==> config.mk <==
export PLATFORM = sky130hd
export DESIGN_NAME = top
export DESIGN_NICKNAME = d
export VERILOG_FILES = /design/src/design/kbd_pkg.sv /design/src/design/top.sv /design/src/design/hex7seg.sv /design/src/design/key2ascii.sv /design/src/design/kbd_ctrl.sv /design/src/design/ps2_rx.sv
export SDC_FILE = /design/constraint.sdc
export NUM_CORES = 1
export LEC_CHECK = 0
export BUFFER_PORTS_ARGS = -buffer_cell sky130_fd_sc_hd__buf_2
export CORE_MARGIN = 8
export CORE_UTILIZATION = 45
export CTS_CLUSTER_SIZE = 16
export DETAILED_ROUTE_END_ITERATION = 7
export PLACE_DENSITY = 0.66
export SLEW_MARGIN = 5
export SYNTH_ARGS = -nofsm -noshare
export SYNTH_HDL_FRONTEND = slang
export SYNTH_SLANG_ARGS = --single-unit
==> constraint.sdc <==
create_clock -name clk -period 5 [get_ports clk]
set_input_delay 1 -clock clk [delete_from_list [all_inputs] [get_ports clk]]
set_output_delay 1 -clock clk [all_outputs]
set_load 0.03 [all_outputs]
==> src/design/kbd_pkg.sv <==
package kbd_pkg;

    // one byte as it arrives from the keyboard, scan code set 2.
    typedef logic [7:0] scan_code_t;

    // lower-case ASCII character, 0 when the key has no mapping.
    typedef logic [7:0] ascii_t;

    // number of new key presses, wraps at 256.
    typedef logic [7:0] press_count_t;

    // active-low segment pattern, bit 7 is the dot and bits 6..0 are g..a.
    typedef logic [7:0] seg_t;

    // what the keyboard controller knows about the keyboard.
    typedef struct packed {
        scan_code_t   code;
        logic         pressed;
        press_count_t count;
    } key_state_t;

    // PS/2 receive FSM.
    // IDLE waits for the start bit, DATA takes eight bits LSB first,
    // PARITY takes the odd parity bit and STOP checks the stop bit.
    typedef enum logic [1:0] {
        IDLE,
        DATA,
        PARITY,
        STOP
    } rx_state_t;

    // prefix sent by the keyboard ahead of the code of a released key.
    localparam scan_code_t BREAK_CODE = 8'hF0;

endpackage
==> src/design/top.sv <==
`timescale 1ns/1ps

module top #(
    parameter int SYNC_STAGES = 2
) (
    input  logic          clk,
    input  logic          arst_n,
    input  logic          ps2_clk,
    input  logic          ps2_data,
    output kbd_pkg::seg_t key_lo_seg,
    output kbd_pkg::seg_t key_hi_seg,
    output kbd_pkg::seg_t seg2,
    output kbd_pkg::seg_t ascii_lo_seg,
    output kbd_pkg::seg_t ascii_hi_seg,
    output kbd_pkg::seg_t seg5,
    output kbd_pkg::seg_t count_lo_seg,
    output kbd_pkg::seg_t count_hi_seg,
    output logic          is_press
);

    import kbd_pkg::*;

    key_state_t       key_state;
    ascii_t           ascii;
    logic [5:0][3:0]  nibble;
    seg_t [5:0]       digit_seg;

    kbd_ctrl #(
        .SYNC_STAGES (SYNC_STAGES)
    ) u_kbd_ctrl (
        .clk       (clk),
        .arst_n    (arst_n),
        .ps2_clk   (ps2_clk),
        .ps2_data  (ps2_data),
        .key_state (key_state)
    );

    key2ascii u_key2ascii (
        .data  (key_state.code),
        .ascii (ascii)
    );

    // digit 0 is the low key nibble, digit 5 the high count nibble.
    assign nibble = {key_state.count, ascii, key_state.code};

    for (genvar i = 0; i < 6; i++) begin : g_digit
        hex7seg u_hex7seg (
            .b (nibble[i]),
            .h (digit_seg[i])
        );
    end

    assign is_press = key_state.pressed;

    assign {count_hi_seg, count_lo_seg, ascii_hi_seg, ascii_lo_seg, key_hi_seg, key_lo_seg} =
        key_state.pressed ? digit_seg : '1;

    assign seg2 = '1;
    assign seg5 = '1;

endmodule

==> src/design/hex7seg.sv <==
`timescale 1ns/1ps

module hex7seg (
    input  logic [3:0]     b,
    output kbd_pkg::seg_t  h
);

    // segments lit, ordered g..a, before the active-low inversion.
    logic [6:0] lit;

    always_comb begin
        case (b)
            4'h0: lit = 7'h3F;
            4'h1: lit = 7'h06;
            4'h2: lit = 7'h5B;
            4'h3: lit = 7'h4F;
            4'h4: lit = 7'h66;
            4'h5: lit = 7'h6D;
            4'h6: lit = 7'h7D;
            4'h7: lit = 7'h07;
            4'h8: lit = 7'h7F;
            4'h9: lit = 7'h6F;
            4'hA: lit = 7'h77;
            4'hB: lit = 7'h7C;
            4'hC: lit = 7'h39;
            4'hD: lit = 7'h5E;
            4'hE: lit = 7'h79;
            default: lit = 7'h71;
        endcase
    end

    assign h = {1'b1, ~lit};

endmodule

==> src/design/key2ascii.sv <==
`timescale 1ns/1ps

module key2ascii (
    input  kbd_pkg::scan_code_t data,
    output kbd_pkg::ascii_t     ascii
);

    // set 2 codes are not ordered like the characters, hence a full table.
    always_comb begin
        case (data)
            // letters
            8'h1C: ascii = 8'h61;
            8'h32: ascii = 8'h62;
            8'h21: ascii = 8'h63;
            8'h23: ascii = 8'h64;
            8'h24: ascii = 8'h65;
            8'h2B: ascii = 8'h66;
            8'h34: ascii = 8'h67;
            8'h33: ascii = 8'h68;
            8'h43: ascii = 8'h69;
            8'h3B: ascii = 8'h6A;
            8'h42: ascii = 8'h6B;
            8'h4B: ascii = 8'h6C;
            8'h3A: ascii = 8'h6D;
            8'h31: ascii = 8'h6E;
            8'h44: ascii = 8'h6F;
            8'h4D: ascii = 8'h70;
            8'h15: ascii = 8'h71;
            8'h2D: ascii = 8'h72;
            8'h1B: ascii = 8'h73;
            8'h2C: ascii = 8'h74;
            8'h3C: ascii = 8'h75;
            8'h2A: ascii = 8'h76;
            8'h1D: ascii = 8'h77;
            8'h22: ascii = 8'h78;
            8'h35: ascii = 8'h79;
            8'h1A: ascii = 8'h7A;

            // digits on the main row
            8'h45: ascii = 8'h30;
            8'h16: ascii = 8'h31;
            8'h1E: ascii = 8'h32;
            8'h26: ascii = 8'h33;
            8'h25: ascii = 8'h34;
            8'h2E: ascii = 8'h35;
            8'h36: ascii = 8'h36;
            8'h3D: ascii = 8'h37;
            8'h3E: ascii = 8'h38;
            8'h46: ascii = 8'h39;

            // space and enter, enter gives a carriage return
            8'h29: ascii = 8'h20;
            8'h5A: ascii = 8'h0D;

            default: ascii = 8'h00;
        endcase
    end

endmodule

==> src/design/kbd_ctrl.sv <==
`timescale 1ns/1ps

module kbd_ctrl #(
    parameter int SYNC_STAGES = 2
) (
    input  logic                clk,
    input  logic                arst_n,
    input  logic                ps2_clk,
    input  logic                ps2_data,
    output kbd_pkg::key_state_t key_state
);

    import kbd_pkg::*;

    // the prefix of the extended codes is dropped on its own.
    localparam scan_code_t EXT_CODE = 8'hE0;

    logic       byte_valid;
    scan_code_t rx_byte;
    logic       break_flag;
    logic       is_repeat;

    ps2_rx #(
        .SYNC_STAGES (SYNC_STAGES)
    ) u_ps2_rx (
        .clk        (clk),
        .arst_n     (arst_n),
        .ps2_clk    (ps2_clk),
        .ps2_data   (ps2_data),
        .byte_valid (byte_valid),
        .rx_byte    (rx_byte)
    );

    // a held key keeps sending its make code at the typematic rate.
    assign is_repeat = key_state.pressed && (rx_byte == key_state.code);

    always_ff @(posedge clk or negedge arst_n) begin
        if (!arst_n) begin
            key_state  <= '0;
            break_flag <= 1'b0;
        end else if (byte_valid) begin
            if (rx_byte == BREAK_CODE) begin
                break_flag <= 1'b1;
            end else if (rx_byte == EXT_CODE) begin
                break_flag <= break_flag;
            end else if (break_flag) begin
                // release of some other key leaves the held one alone.
                break_flag <= 1'b0;
                if (rx_byte == key_state.code) begin
                    key_state.pressed <= 1'b0;
                end
            end else begin
                key_state.code    <= rx_byte;
                key_state.pressed <= 1'b1;
                if (!is_repeat) begin
                    key_state.count <= key_state.count + 8'd1;
                end
            end
        end
    end

    // the count only moves on a make code, which always leaves the key held.
    a_count_on_press: assert property (
        @(posedge clk) disable iff (!arst_n)
        (key_state.count != $past(key_state.count)) |-> key_state.pressed
    );

endmodule

==> src/design/ps2_rx.sv <==
`timescale 1ns/1ps

module ps2_rx #(
    parameter int SYNC_STAGES = 2
) (
    input  logic                clk,
    input  logic                arst_n,
    input  logic                ps2_clk,
    input  logic                ps2_data,
    output logic                byte_valid,
    output kbd_pkg::scan_code_t rx_byte
);

    import kbd_pkg::*;

    logic [SYNC_STAGES-1:0] clk_sync;
    logic [SYNC_STAGES-1:0] data_sync;
    logic                   clk_prev;
    logic                   clk_fall;
    logic                   data_s;
    rx_state_t              state;
    logic [2:0]             bit_cnt;
    logic                   parity;

    // both lines idle high, so the synchronizers reset to ones and no
    // false falling edge is seen when reset is released.
    always_ff @(posedge clk or negedge arst_n) begin
        if (!arst_n) begin
            clk_sync  <= '1;
            data_sync <= '1;
            clk_prev  <= 1'b1;
        end else begin
            clk_sync  <= {clk_sync[SYNC_STAGES-2:0], ps2_clk};
            data_sync <= {data_sync[SYNC_STAGES-2:0], ps2_data};
            clk_prev  <= clk_sync[SYNC_STAGES-1];
        end
    end

    assign clk_fall = clk_prev & ~clk_sync[SYNC_STAGES-1];
    assign data_s   = data_sync[SYNC_STAGES-1];

    // the keyboard changes data on the rising edge, so it is stable
    // when the falling edge is seen.
    always_ff @(posedge clk or negedge arst_n) begin
        if (!arst_n) begin
            state      <= IDLE;
            bit_cnt    <= 3'd0;
            parity     <= 1'b0;
            byte_valid <= 1'b0;
        end else begin
            byte_valid <= 1'b0;
            if (clk_fall) begin
                case (state)
                    IDLE: begin
                        bit_cnt <= 3'd0;
                        parity  <= 1'b0;
                        if (!data_s) begin
                            state <= DATA;
                        end
                    end
                    DATA: begin
                        parity  <= parity ^ data_s;
                        bit_cnt <= bit_cnt + 3'd1;
                        if (bit_cnt == 3'd7) begin
                            state <= PARITY;
                        end
                    end
                    PARITY: begin
                        // high here means the nine bits hold an odd number of ones.
                        parity <= parity ^ data_s;
                        state  <= STOP;
                    end
                    STOP: begin
                        byte_valid <= parity & data_s;
                        state      <= IDLE;
                    end
                    default: state <= IDLE;
                endcase
            end
        end
    end

    always_ff @(posedge clk) begin
        if (clk_fall && state == DATA) begin
            rx_byte <= {data_s, rx_byte[7:1]};
        end
    end

    // a frame is eleven PS/2 clocks long, so two strobes can never touch.
    a_strobe_single: assert property (
        @(posedge clk) disable iff (!arst_n) byte_valid |=> !byte_valid
    );

endmodule

==> impl_metrics.yaml, run 1 <==
layout:
  num_antenna_cells: 0
  fin_cells: 604
  drive_above_1_share: 0.183
  finalInstanceArea_sq_um: 4320
  final_nets: 542
  syn_to_final_growth_pct: 7.50
  fin_util: 0.498
synthesis:
  yosys.cell_count.top_type: "nand2_1"
  syn_inst: 465
  yosysUniqueCellTypes: 79
  synth_top_flop_cell: "dfrtp_1"
  synthTopCellsByCount: "nand2_1 (48), ha_1 (43), inv_1 (27), dfrtp_1 (25), o21ai_0 (25)"
  synth_area_sq_um: 4020
  yosys_register_bits: 38
  yosysTopAreaCellShare: 0.156
  synth_edf_count: 8
  ys_seq_area_frac: 0.248
  avgSynthCellArea_sq_um: 8.65
  ys_warn_count: 0
  ys_top_cells_by_area: "dfrtp_1 (16%), ha_1 (13%), edfxtp_1 (6.0%), nand2_1 (4.5%), buf_4 (4.3%)"
  post-synth-top-area-cell: "dfrtp_1"
  async_reset_ff_frac: 0.789
die:
  rows: 34
  start_util: 0.463
  num_io_pins: 69
  die_x_microns: 111
  design.die.area_sq_um: 12200
  die_y_microns: 111
  core_sq_um: 8680
clock_tree:
  cts_setup_buffers: 0
  cts_tree: "done"
  htreeDepth: 2
  cts.sinks: 38
  cts_hold_buffers: 0
  cts.repair.resized: 0
  clk_latency_ps: 290
  cts_buffers: 5
  cts_root_buf: "clkbuf_8"
  clk_pin_slew_ps: 80
  clockBufferDepth: 2
global_routing:
  grt_pass1_wl_microns: 16200
  grt-ovfl-total: 0
  grt.total_usage: 0.152
  antenna_found_initial: 0
  grt_start_max_net_pins: 31
  grt_pass1_vias: 3275
setup_path:
  path_max_fanout: 17
  slowest_stage: "dfrtp_1"
  path_common_cell: "inv_1"
  worstPathRequired_ps: 4000
  cp_num_buf_inv: 4
  endpoint_kind: "primary output"
  path_cells: "inv_1 > ha_1 > a21o_1 > a21oi_1 > a211oi_1 > a21boi_0 > inv_1 > ha_1 > inv_1 > o211ai_1 > buf_2"
  startpoint_type: "flop"
  crit_arrival_ps: 3490
  worstSetupPathType: "flop to primary output"
  slowest_delay_ps: 670
  crit_family: "compound AO/OA/AOI/OAI gates"
detailed_routing:
  via_count: 3504
  drtIter0Drc: 206
  routedWlPerCell_microns: 15.8
  dr.pass1.iters: 4
  drt_wl_total_microns: 9520
  drc: 0
  ant_nets: 0
  vias_per_cell: 5.80
flow_run:
  drv_cap: 0
worst_hold_path:
  hp-class: "flop to flop"
power_and_ir_drop:
  power_switching_mw: 1.37
  p_total_mw: 2.53
  ir_drop_uv: 252
  power.leakage_nw: 1.77
  p_comb_frac: 0.665
  power_density_nw_per_um2: 584
  seq_power_share: 0.222
  p_sw_frac: 0.543
  clockPowerShare: 0.114
  p_int_mw: 1.15
sta:
  hold_viol: 0
  min_period_ps: 4490
  fmax_mhz: 222
  skew_ps: 5.34
  slew_viol_final: 0
  fin_setup_tns_ps: 0
  worst_pin_slew_ps: 858
  setup_viol: 0
  postLayoutSetupSlackWorst_ps: 505
  slew_headroom: 0.426
  post-route-period-util: 0.899
  rsz0062_at_grt: "false"
  fin_hold_ws_ps: 358
status:
  status: "complete, no violations"
placement:
  gp_congestion: 0.915
  dp.cells: 596
  detailed_place_hpwl_microns: 7200
  dpl_worst_slack_ps: 847
  portBuffers: 46
  dpl_cell_area_sq_um: 4190
[sequential cells by signal, summed over array words and instances, names as in the netlist]
| signal | cells |
|---|---|
| u_kbd_ctrl.u_ps2_rx.parity | 1 |
| u_kbd_ctrl.u_ps2_rx.bit_cnt | 3 |
| u_kbd_ctrl.u_ps2_rx.clk_prev | 1 |
| u_kbd_ctrl.u_ps2_rx.byte_valid | 1 |
| u_kbd_ctrl.key_state | 17 |
| u_kbd_ctrl.u_ps2_rx.clk_sync | 2 |
| u_kbd_ctrl.u_ps2_rx.state | 2 |
| u_kbd_ctrl.u_ps2_rx.data_sync | 2 |
| u_kbd_ctrl.u_ps2_rx.rx_byte | 8 |
| u_kbd_ctrl.break_flag | 1 |
[cell usage in the layout, fill, tap and decap left out, types with 6 or more instances in the layout]
cell	n
nand2b_1	12
mux2i_1	12
xor2_1	8
nor2_1	21
nand2_1	48
a211oi_1	11
a21oi_1	11
o21ai_1	11
nor3_1	7
nor2b_1	8
o311ai_0	6
o21ai_0	25
edfxtp_1	8
xnor2_1	7
nand3_1	13
buf_2	46
conb_1	22
inv_1	27
ha_1	43
and3_1	7
dfrtp_1	25
buf_4	7
o211ai_1	16
[power by group through the flow]
stage	clock network (mW)	registers, mW	logic [mW]
2_1_floorplan	0	0.462	1.40
3_3_place_gp	0	0.560	1.66
3_5_place_dp	0	0.562	1.67
4_1_cts	0.294	0.556	1.68
5_1_grt	0.310	0.578	1.84
6_report	0.287	0.560	1.68
[area by class of cell]
| type | count | area (sq um) |
|---|---|---|
| clock buffer | 6 | 93.8 |
| clock inverter | 2 | 38.8 |
| fill | 828 | 4360 |
| inverter | 29 | 109 |
| multi-input combinational | 368 | 2670 |
| sequential | 38 | 997 |
| tap | 108 | 135 |
| timing repair buffer | 53 | 283 |
[logic make-up (layout without fill, tap and decap cells)]
kind of cell,count (synthesis),in the layout,share of synthesized area
and+or+nand+nor,143,143,0.184
DFF,38,38,0.248
AOI/OAI and AO/OA,126,126,0.236
muxes,19,19,0.0560
xor gates and xnor gates,15,15,0.0327
adders and majority gates,43,43,0.134
other,1,22,0.000933
buffers and inverters,80,90,0.109
[final timing paths]
kind	from	endpoint	slack [ps]	depth (start not counted)
worst max register to register	u_kbd_ctrl.key_state[13]$_DFFE_PN0P_	u_kbd_ctrl.key_state[7]$_DFFE_PN0P_	2610	7
worst max-delay path	u_kbd_ctrl.key_state[10]$_DFFE_PN0P_	ascii_hi_seg[3]	510	11
worst min register to register	u_kbd_ctrl.u_ps2_rx.data_sync[0]$_DFF_PN1_	u_kbd_ctrl.u_ps2_rx.data_sync[1]$_DFF_PN1_	360	0
worst min-delay path	u_kbd_ctrl.u_ps2_rx.data_sync[0]$_DFF_PN1_	u_kbd_ctrl.u_ps2_rx.data_sync[1]$_DFF_PN1_	360	0
max in group asynchronous	arst_n	u_kbd_ctrl.u_ps2_rx.bit_cnt[0]$_DFFE_PN0P_	3840	1
min in group asynchronous	arst_n	u_kbd_ctrl.key_state[3]$_DFFE_PN0P_	730	1
[routing by layer]
metal / global-route usage / up-vias / part of all wire / routed length [microns]
li1: - / 1696 / - / -
met1: 0.187 / 1699 / 0.44 / 4210
met2: 0.256 / 96 / 0.49 / 4620
met3: 0.0368 / 13 / 0.059 / 564
met4: 0.0405 / 0 / 0.013 / 126
met5: 0 / - / 0 / 0
(Power assumes the default switching activity.)
==> inputs of run 2 (changes only) <==
- MAX_ROUTING_LAYER: not set -> met4
==> impl_metrics.yaml, run 2 (synthesis results as in run 1) <==
clock_tree:
  clk_latency_ps: 290
  cts.sinks: 38
  cts_buffers: 5
  cts_hold_buffers: 0
  cts_setup_buffers: 0
  cts_root_buf: "clkbuf_8"
  cts.repair.resized: 0
  clk_pin_slew_ps: 70
  clockBufferDepth: 2
  htreeDepth: 2
  cts_tree: "done"
detailed_routing:
  vias_per_cell: 5.70
  via_count: 3440
  drtIter0Drc: 209
  drt_wl_total_microns: 9490
  routedWlPerCell_microns: 15.7
  dr.pass1.iters: 4
  drc: 0
  ant_nets: 0
power_and_ir_drop:
  ir_drop_uv: 244
  power.leakage_nw: 1.75
  power_density_nw_per_um2: 572
sta:
  fin_setup_tns_ps: 0
  fmax_mhz: 220
  slew_viol_final: 0
  slew_headroom: 0.447
  setup_viol: 0
  postLayoutSetupSlackWorst_ps: 463
  worst_pin_slew_ps: 826
  rsz0062_at_grt: "false"
  min_period_ps: 4540
  post-route-period-util: 0.907
  hold_viol: 0
  skew_ps: 8.76
setup_path:
  critPathLaunch: "u_kbd_ctrl.key_state[10]$_DFFE_PN0P_"
  worstPathRequired_ps: 4000
  regToRegSetupSlack_ps: 2660
  endpoint_kind: "primary output"
  crit_family: "buffers and inverters"
  crit_arrival_ps: 3540
  slowest_delay_ps: 580
  cp_num_buf_inv: 4
  path_cells: "inv_1 > ha_1 > mux2i_1 > o211ai_1 > o311ai_0 > a211oi_1 > buf_4 > inv_1 > ha_1 > mux2_4 > o21ai_2 > buf_2"
  path_max_fanout: 17
  worstSetupPathType: "flop to primary output"
  slowest_stage: "dfrtp_1"
  startpoint_type: "flop"
  reg2reg_from: "u_kbd_ctrl.key_state[16]$_DFFE_PN0P_"
die:
  core_sq_um: 8680
  rows: 34
  design.die.area_sq_um: 12200
  die_x_microns: 111
  num_io_pins: 69
  start_util: 0.463
  die_y_microns: 111
global_routing:
  grt-ovfl-total: 0
  grt_pass1_wl_microns: 16100
  grt_start_max_net_pins: 37
  grt_pass1_vias: 3300
  grt.total_usage: 0.155
  antenna_found_initial: 0
layout:
  largest_reg_flops: 17
  num_antenna_cells: 0
  final_cell_mix: "nand2_1 (48), buf_2 (46), ha_1 (43), inv_1 (27)"
  top_register: "u_kbd_ctrl.key_state"
  drive_above_1_share: 0.180
  final_nets: 541
  syn_to_final_growth_pct: 6.29
  nFillCells: 823
  final_common_cell: "nand2_1"
  largestRegisters: "u_kbd_ctrl.key_state x17, u_kbd_ctrl.u_ps2_rx.rx_byte x8, u_kbd_ctrl.u_ps2_rx.bit_cnt x3"
flow_run:
  drv_cap: 0
placement:
  portBuffers: 46
  detailed_place_hpwl_microns: 7040
  gp_congestion: 0.918
  dpl_worst_slack_ps: 765
status:
  status: "complete, no violations"
worst_hold_path:
  min_from: "u_kbd_ctrl.u_ps2_rx.clk_sync[0]$_DFF_PN1_"
  hp-class: "flop to flop"
[run 2: cell count changes in the layout (fill, tap and decap cells not counted)]
| cell | previous run | this run |
|---|---|---|
| buf_4 | 7 | 6 |
| clkinv_2 | 0 | 1 |
| bufinv_16 | 1 | 0 |
| clkbuf_16 | 1 | 0 |
| clkinv_4 | 1 | 0 |
| clkbuf_8 | 5 | 6 |
| clkbuf_1 | 0 | 1 |
[run 2: metal layers]
layer / part of all wire / global-route usage
met5: 0 / -
met3: 0.070 / 0.0363
met1: 0.44 / 0.190
met2: 0.47 / 0.244
met4: 0.018 / 0.0586
[run 2: worst paths after layout]
kind,cells past startpoint,end
max in group asynchronous,1,u_kbd_ctrl.u_ps2_rx.bit_cnt[1]$_DFFE_PN0P_
worst max-delay path,12,ascii_lo_seg[1]
worst max register to register,6,u_kbd_ctrl.key_state[5]$_DFFE_PN0P_
worst min-delay path,0,u_kbd_ctrl.u_ps2_rx.clk_sync[1]$_DFF_PN1_
min in group asynchronous,1,u_kbd_ctrl.key_state[1]$_DFFE_PN0P_
worst min register to register,0,u_kbd_ctrl.u_ps2_rx.clk_sync[1]$_DFF_PN1_
[run 2: cell type report]
class	instances	area (sq um)	area share
Clock buffer	7	86.3	0.0202
Clock inverter	1	5.00	0.00117
Inverter	29	109	0.0255
Multi-Input combinational cell	368	2670	0.624
Sequential cell	38	997	0.233
Tap cell	108	135	0.0316
Timing Repair Buffer	52	275	0.0644
[run 2: worst reg2reg max path, stage by stage, from the launching register on]
cell and delay [ps]:
dfrtp_1 720, xor2_1 140, nor4_1 660, a311oi_4 230, and3_1 300, nand4_1 120
xnor2_1 110
[run 2: stage by stage]
stage	util	hold WS [ps]	power, mW	std cells	cell area [sq um]
after global routing	0.492	358	2.65	603	4270
after floorplan	-	345	1.86	486	4100
after CTS	0.492	358	2.45	603	4270
after global placement	0.482	346	2.21	595	4180
final	0.492	356	2.44	603	4270
after detailed placement	0.482	347	2.23	595	4180
[run 2: report_power, final]
part           switching, mW  internal (mW)
Combinational           1.08          0.587
Sequential             0.177          0.384
Clock                  0.104          0.111
==> inputs of run 3 (changes only) <==
- CTS_CLUSTER_DIAMETER: not set -> 60
- PLACE_DENSITY: 0.66 -> 0.69
- REMOVE_ABC_BUFFERS: not set -> 1
- clock period: 5 -> 3.8 ns (I/O delays scaled with it)
==> impl_metrics.yaml, run 3 (synthesis results as in run 1) <==
detailed_routing:
  dr.pass1.iters: 5
  routedWlPerCell_microns: 16.1
  drtIter0Drc: 171
  via_count: 3561
  vias_per_cell: 5.72
  ant_nets: 0
  drt_wl_total_microns: 10000
  drc: 0
sta:
  post-route-period-util: 0.951
  slew_headroom: 0.438
  hold_viol: 0
  postLayoutSetupSlackWorst_ps: 185
  setup_viol: 0
  fmax_mhz: 277
  worst_pin_slew_ps: 840
  min_period_ps: 3620
  skew_ps: 5.82
  rsz0062_at_grt: "false"
  slew_viol_final: 0
placement:
  portBuffers: 46
  dpl_worst_slack_ps: 298
  dp.cells: 610
  gp_congestion: 0.938
  dpl_cell_area_sq_um: 4310
  detailed_place_hpwl_microns: 7620
die:
  die_x_microns: 111
  rows: 34
  num_io_pins: 69
  core_sq_um: 8680
  start_util: 0.463
  die_y_microns: 111
  design.die.area_sq_um: 12200
power_and_ir_drop:
  power.leakage_nw: 1.86
  power_density_nw_per_um2: 767
  ir_drop_uv: 359
global_routing:
  grt_pass1_vias: 3536
  antenna_found_initial: 0
  grt_start_max_net_pins: 41
  grt_pass1_wl_microns: 17000
  grt.total_usage: 0.163
  grt-ovfl-total: 0
layout:
  largest_reg_flops: 17
  fin_cells: 623
  final_common_cell: "nand2_1"
  top_register: "u_kbd_ctrl.key_state"
  final_nets: 561
  nFillCells: 829
  final_cell_mix: "nand2_1 (48), buf_2 (45), ha_1 (41)"
  num_antenna_cells: 0
  drive_above_1_share: 0.229
  finalInstanceArea_sq_um: 4500
  largestRegisters: "u_kbd_ctrl.key_state x17, u_kbd_ctrl.u_ps2_rx.rx_byte x8, u_kbd_ctrl.u_ps2_rx.bit_cnt x3"
  syn_to_final_growth_pct: 11.9
clock_tree:
  cts_root_buf: "clkbuf_8"
  cts_buffers: 5
  cts.sinks: 38
  clockBufferDepth: 2
  clk_pin_slew_ps: 70
  clk_latency_ps: 280
  cts_hold_buffers: 0
  htreeDepth: 2
  cts_tree: "done"
setup_path:
  worstSetupPathType: "flop to primary output"
  worstPathRequired_ps: 3040
  startpoint_type: "flop"
  endpoint_kind: "primary output"
  path_max_fanout: 7
  crit_arrival_ps: 2860
worst_hold_path:
  hp-class: "flop to flop"
flow_run:
  drv_cap: 0
status:
  status: "complete, no violations"
-- run 3: cell types whose count changed in the layout (fill, tap and decap cells not counted), sizes merged --
cell and delta:
buf +20, clkbuf +1, clkinv -1
-- run 3: power breakdown --
part,internal (mW),switching (mW),leakage [nW]
clock,0.170,0.134,0.0506
combinational,0.907,1.59,1.35
sequential,0.510,0.143,0.458
-- run 3: worst paths after layout --
kind	startpoint	to	slack, ps	depth (start not counted)
max reg2reg	u_kbd_ctrl.key_state[16]$_DFFE_PN0P_	u_kbd_ctrl.key_state[5]$_DFFE_PN0P_	1450	6
min	u_kbd_ctrl.u_ps2_rx.clk_sync[0]$_DFF_PN1_	u_kbd_ctrl.u_ps2_rx.clk_sync[1]$_DFF_PN1_	360	0
max	u_kbd_ctrl.key_state[10]$_DFFE_PN0P_	ascii_lo_seg[5]	180	13
max in group asynchronous	arst_n	u_kbd_ctrl.key_state[11]$_DFFE_PN0P_	2840	1
min reg2reg	u_kbd_ctrl.u_ps2_rx.clk_sync[0]$_DFF_PN1_	u_kbd_ctrl.u_ps2_rx.clk_sync[1]$_DFF_PN1_	360	0
min in group asynchronous	arst_n	u_kbd_ctrl.key_state[0]$_DFFE_PN0P_	500	1
-- run 3: stage by stage --
step | hold WS [ps] | power (mW) | TNS (ps) | utilization
2_1_floorplan | 345 | 2.32 | -115 | -
5_1_grt | 364 | 3.72 | 0 | 0.518
4_1_cts | 360 | 3.37 | 0 | 0.508
3_3_place_gp | 346 | 3.03 | 0 | 0.496
3_5_place_dp | 351 | 3.06 | 0 | 0.496
6_report | 357 | 3.45 | 0 | 0.518
-- run 3: timing repair --
item,4_1_cts,5_1_grt
pin swaps,0,2
setup endpoints to repair,2,7
gates cloned,0,0
gates resized for setup,2,14
buffers inserted,0,5
-- run 3: area by class of cell --
type | instances | area (sq um) | area share
repair buffers | 72 | 444 | 0.0987
clock buffers | 8 | 101 | 0.0225
well taps | 108 | 135 | 0.0300
multi-input cells | 368 | 2710 | 0.602
inverters | 29 | 111 | 0.0247
flip-flops and latches | 38 | 1000 | 0.222
-- run 3: critical path, stage by stage (launching register included) --
cell and delay [ps]:
dfrtp_2 430, inv_1 100, ha_2 180, buf_4 150, mux2i_1 100, o32ai_2 280, a2bb2oi_2 110, a21oi_4 220
inv_2 80, ha_1 230, and3_1 190, o21ai_0 160, o311ai_1 130, buf_4 200
-- run 3: per-layer routing --
| metal | up-vias | part of all wire | track usage |
|---|---|---|---|
| met2 | 120 | 0.50 | 0.277 |
| li1 | 1732 | - | - |
| met3 | 21 | 0.059 | 0.0314 |
| met5 | - | 0 | - |
| met1 | 1688 | 0.42 | 0.184 |
| met4 | 0 | 0.021 | 0.0622 |
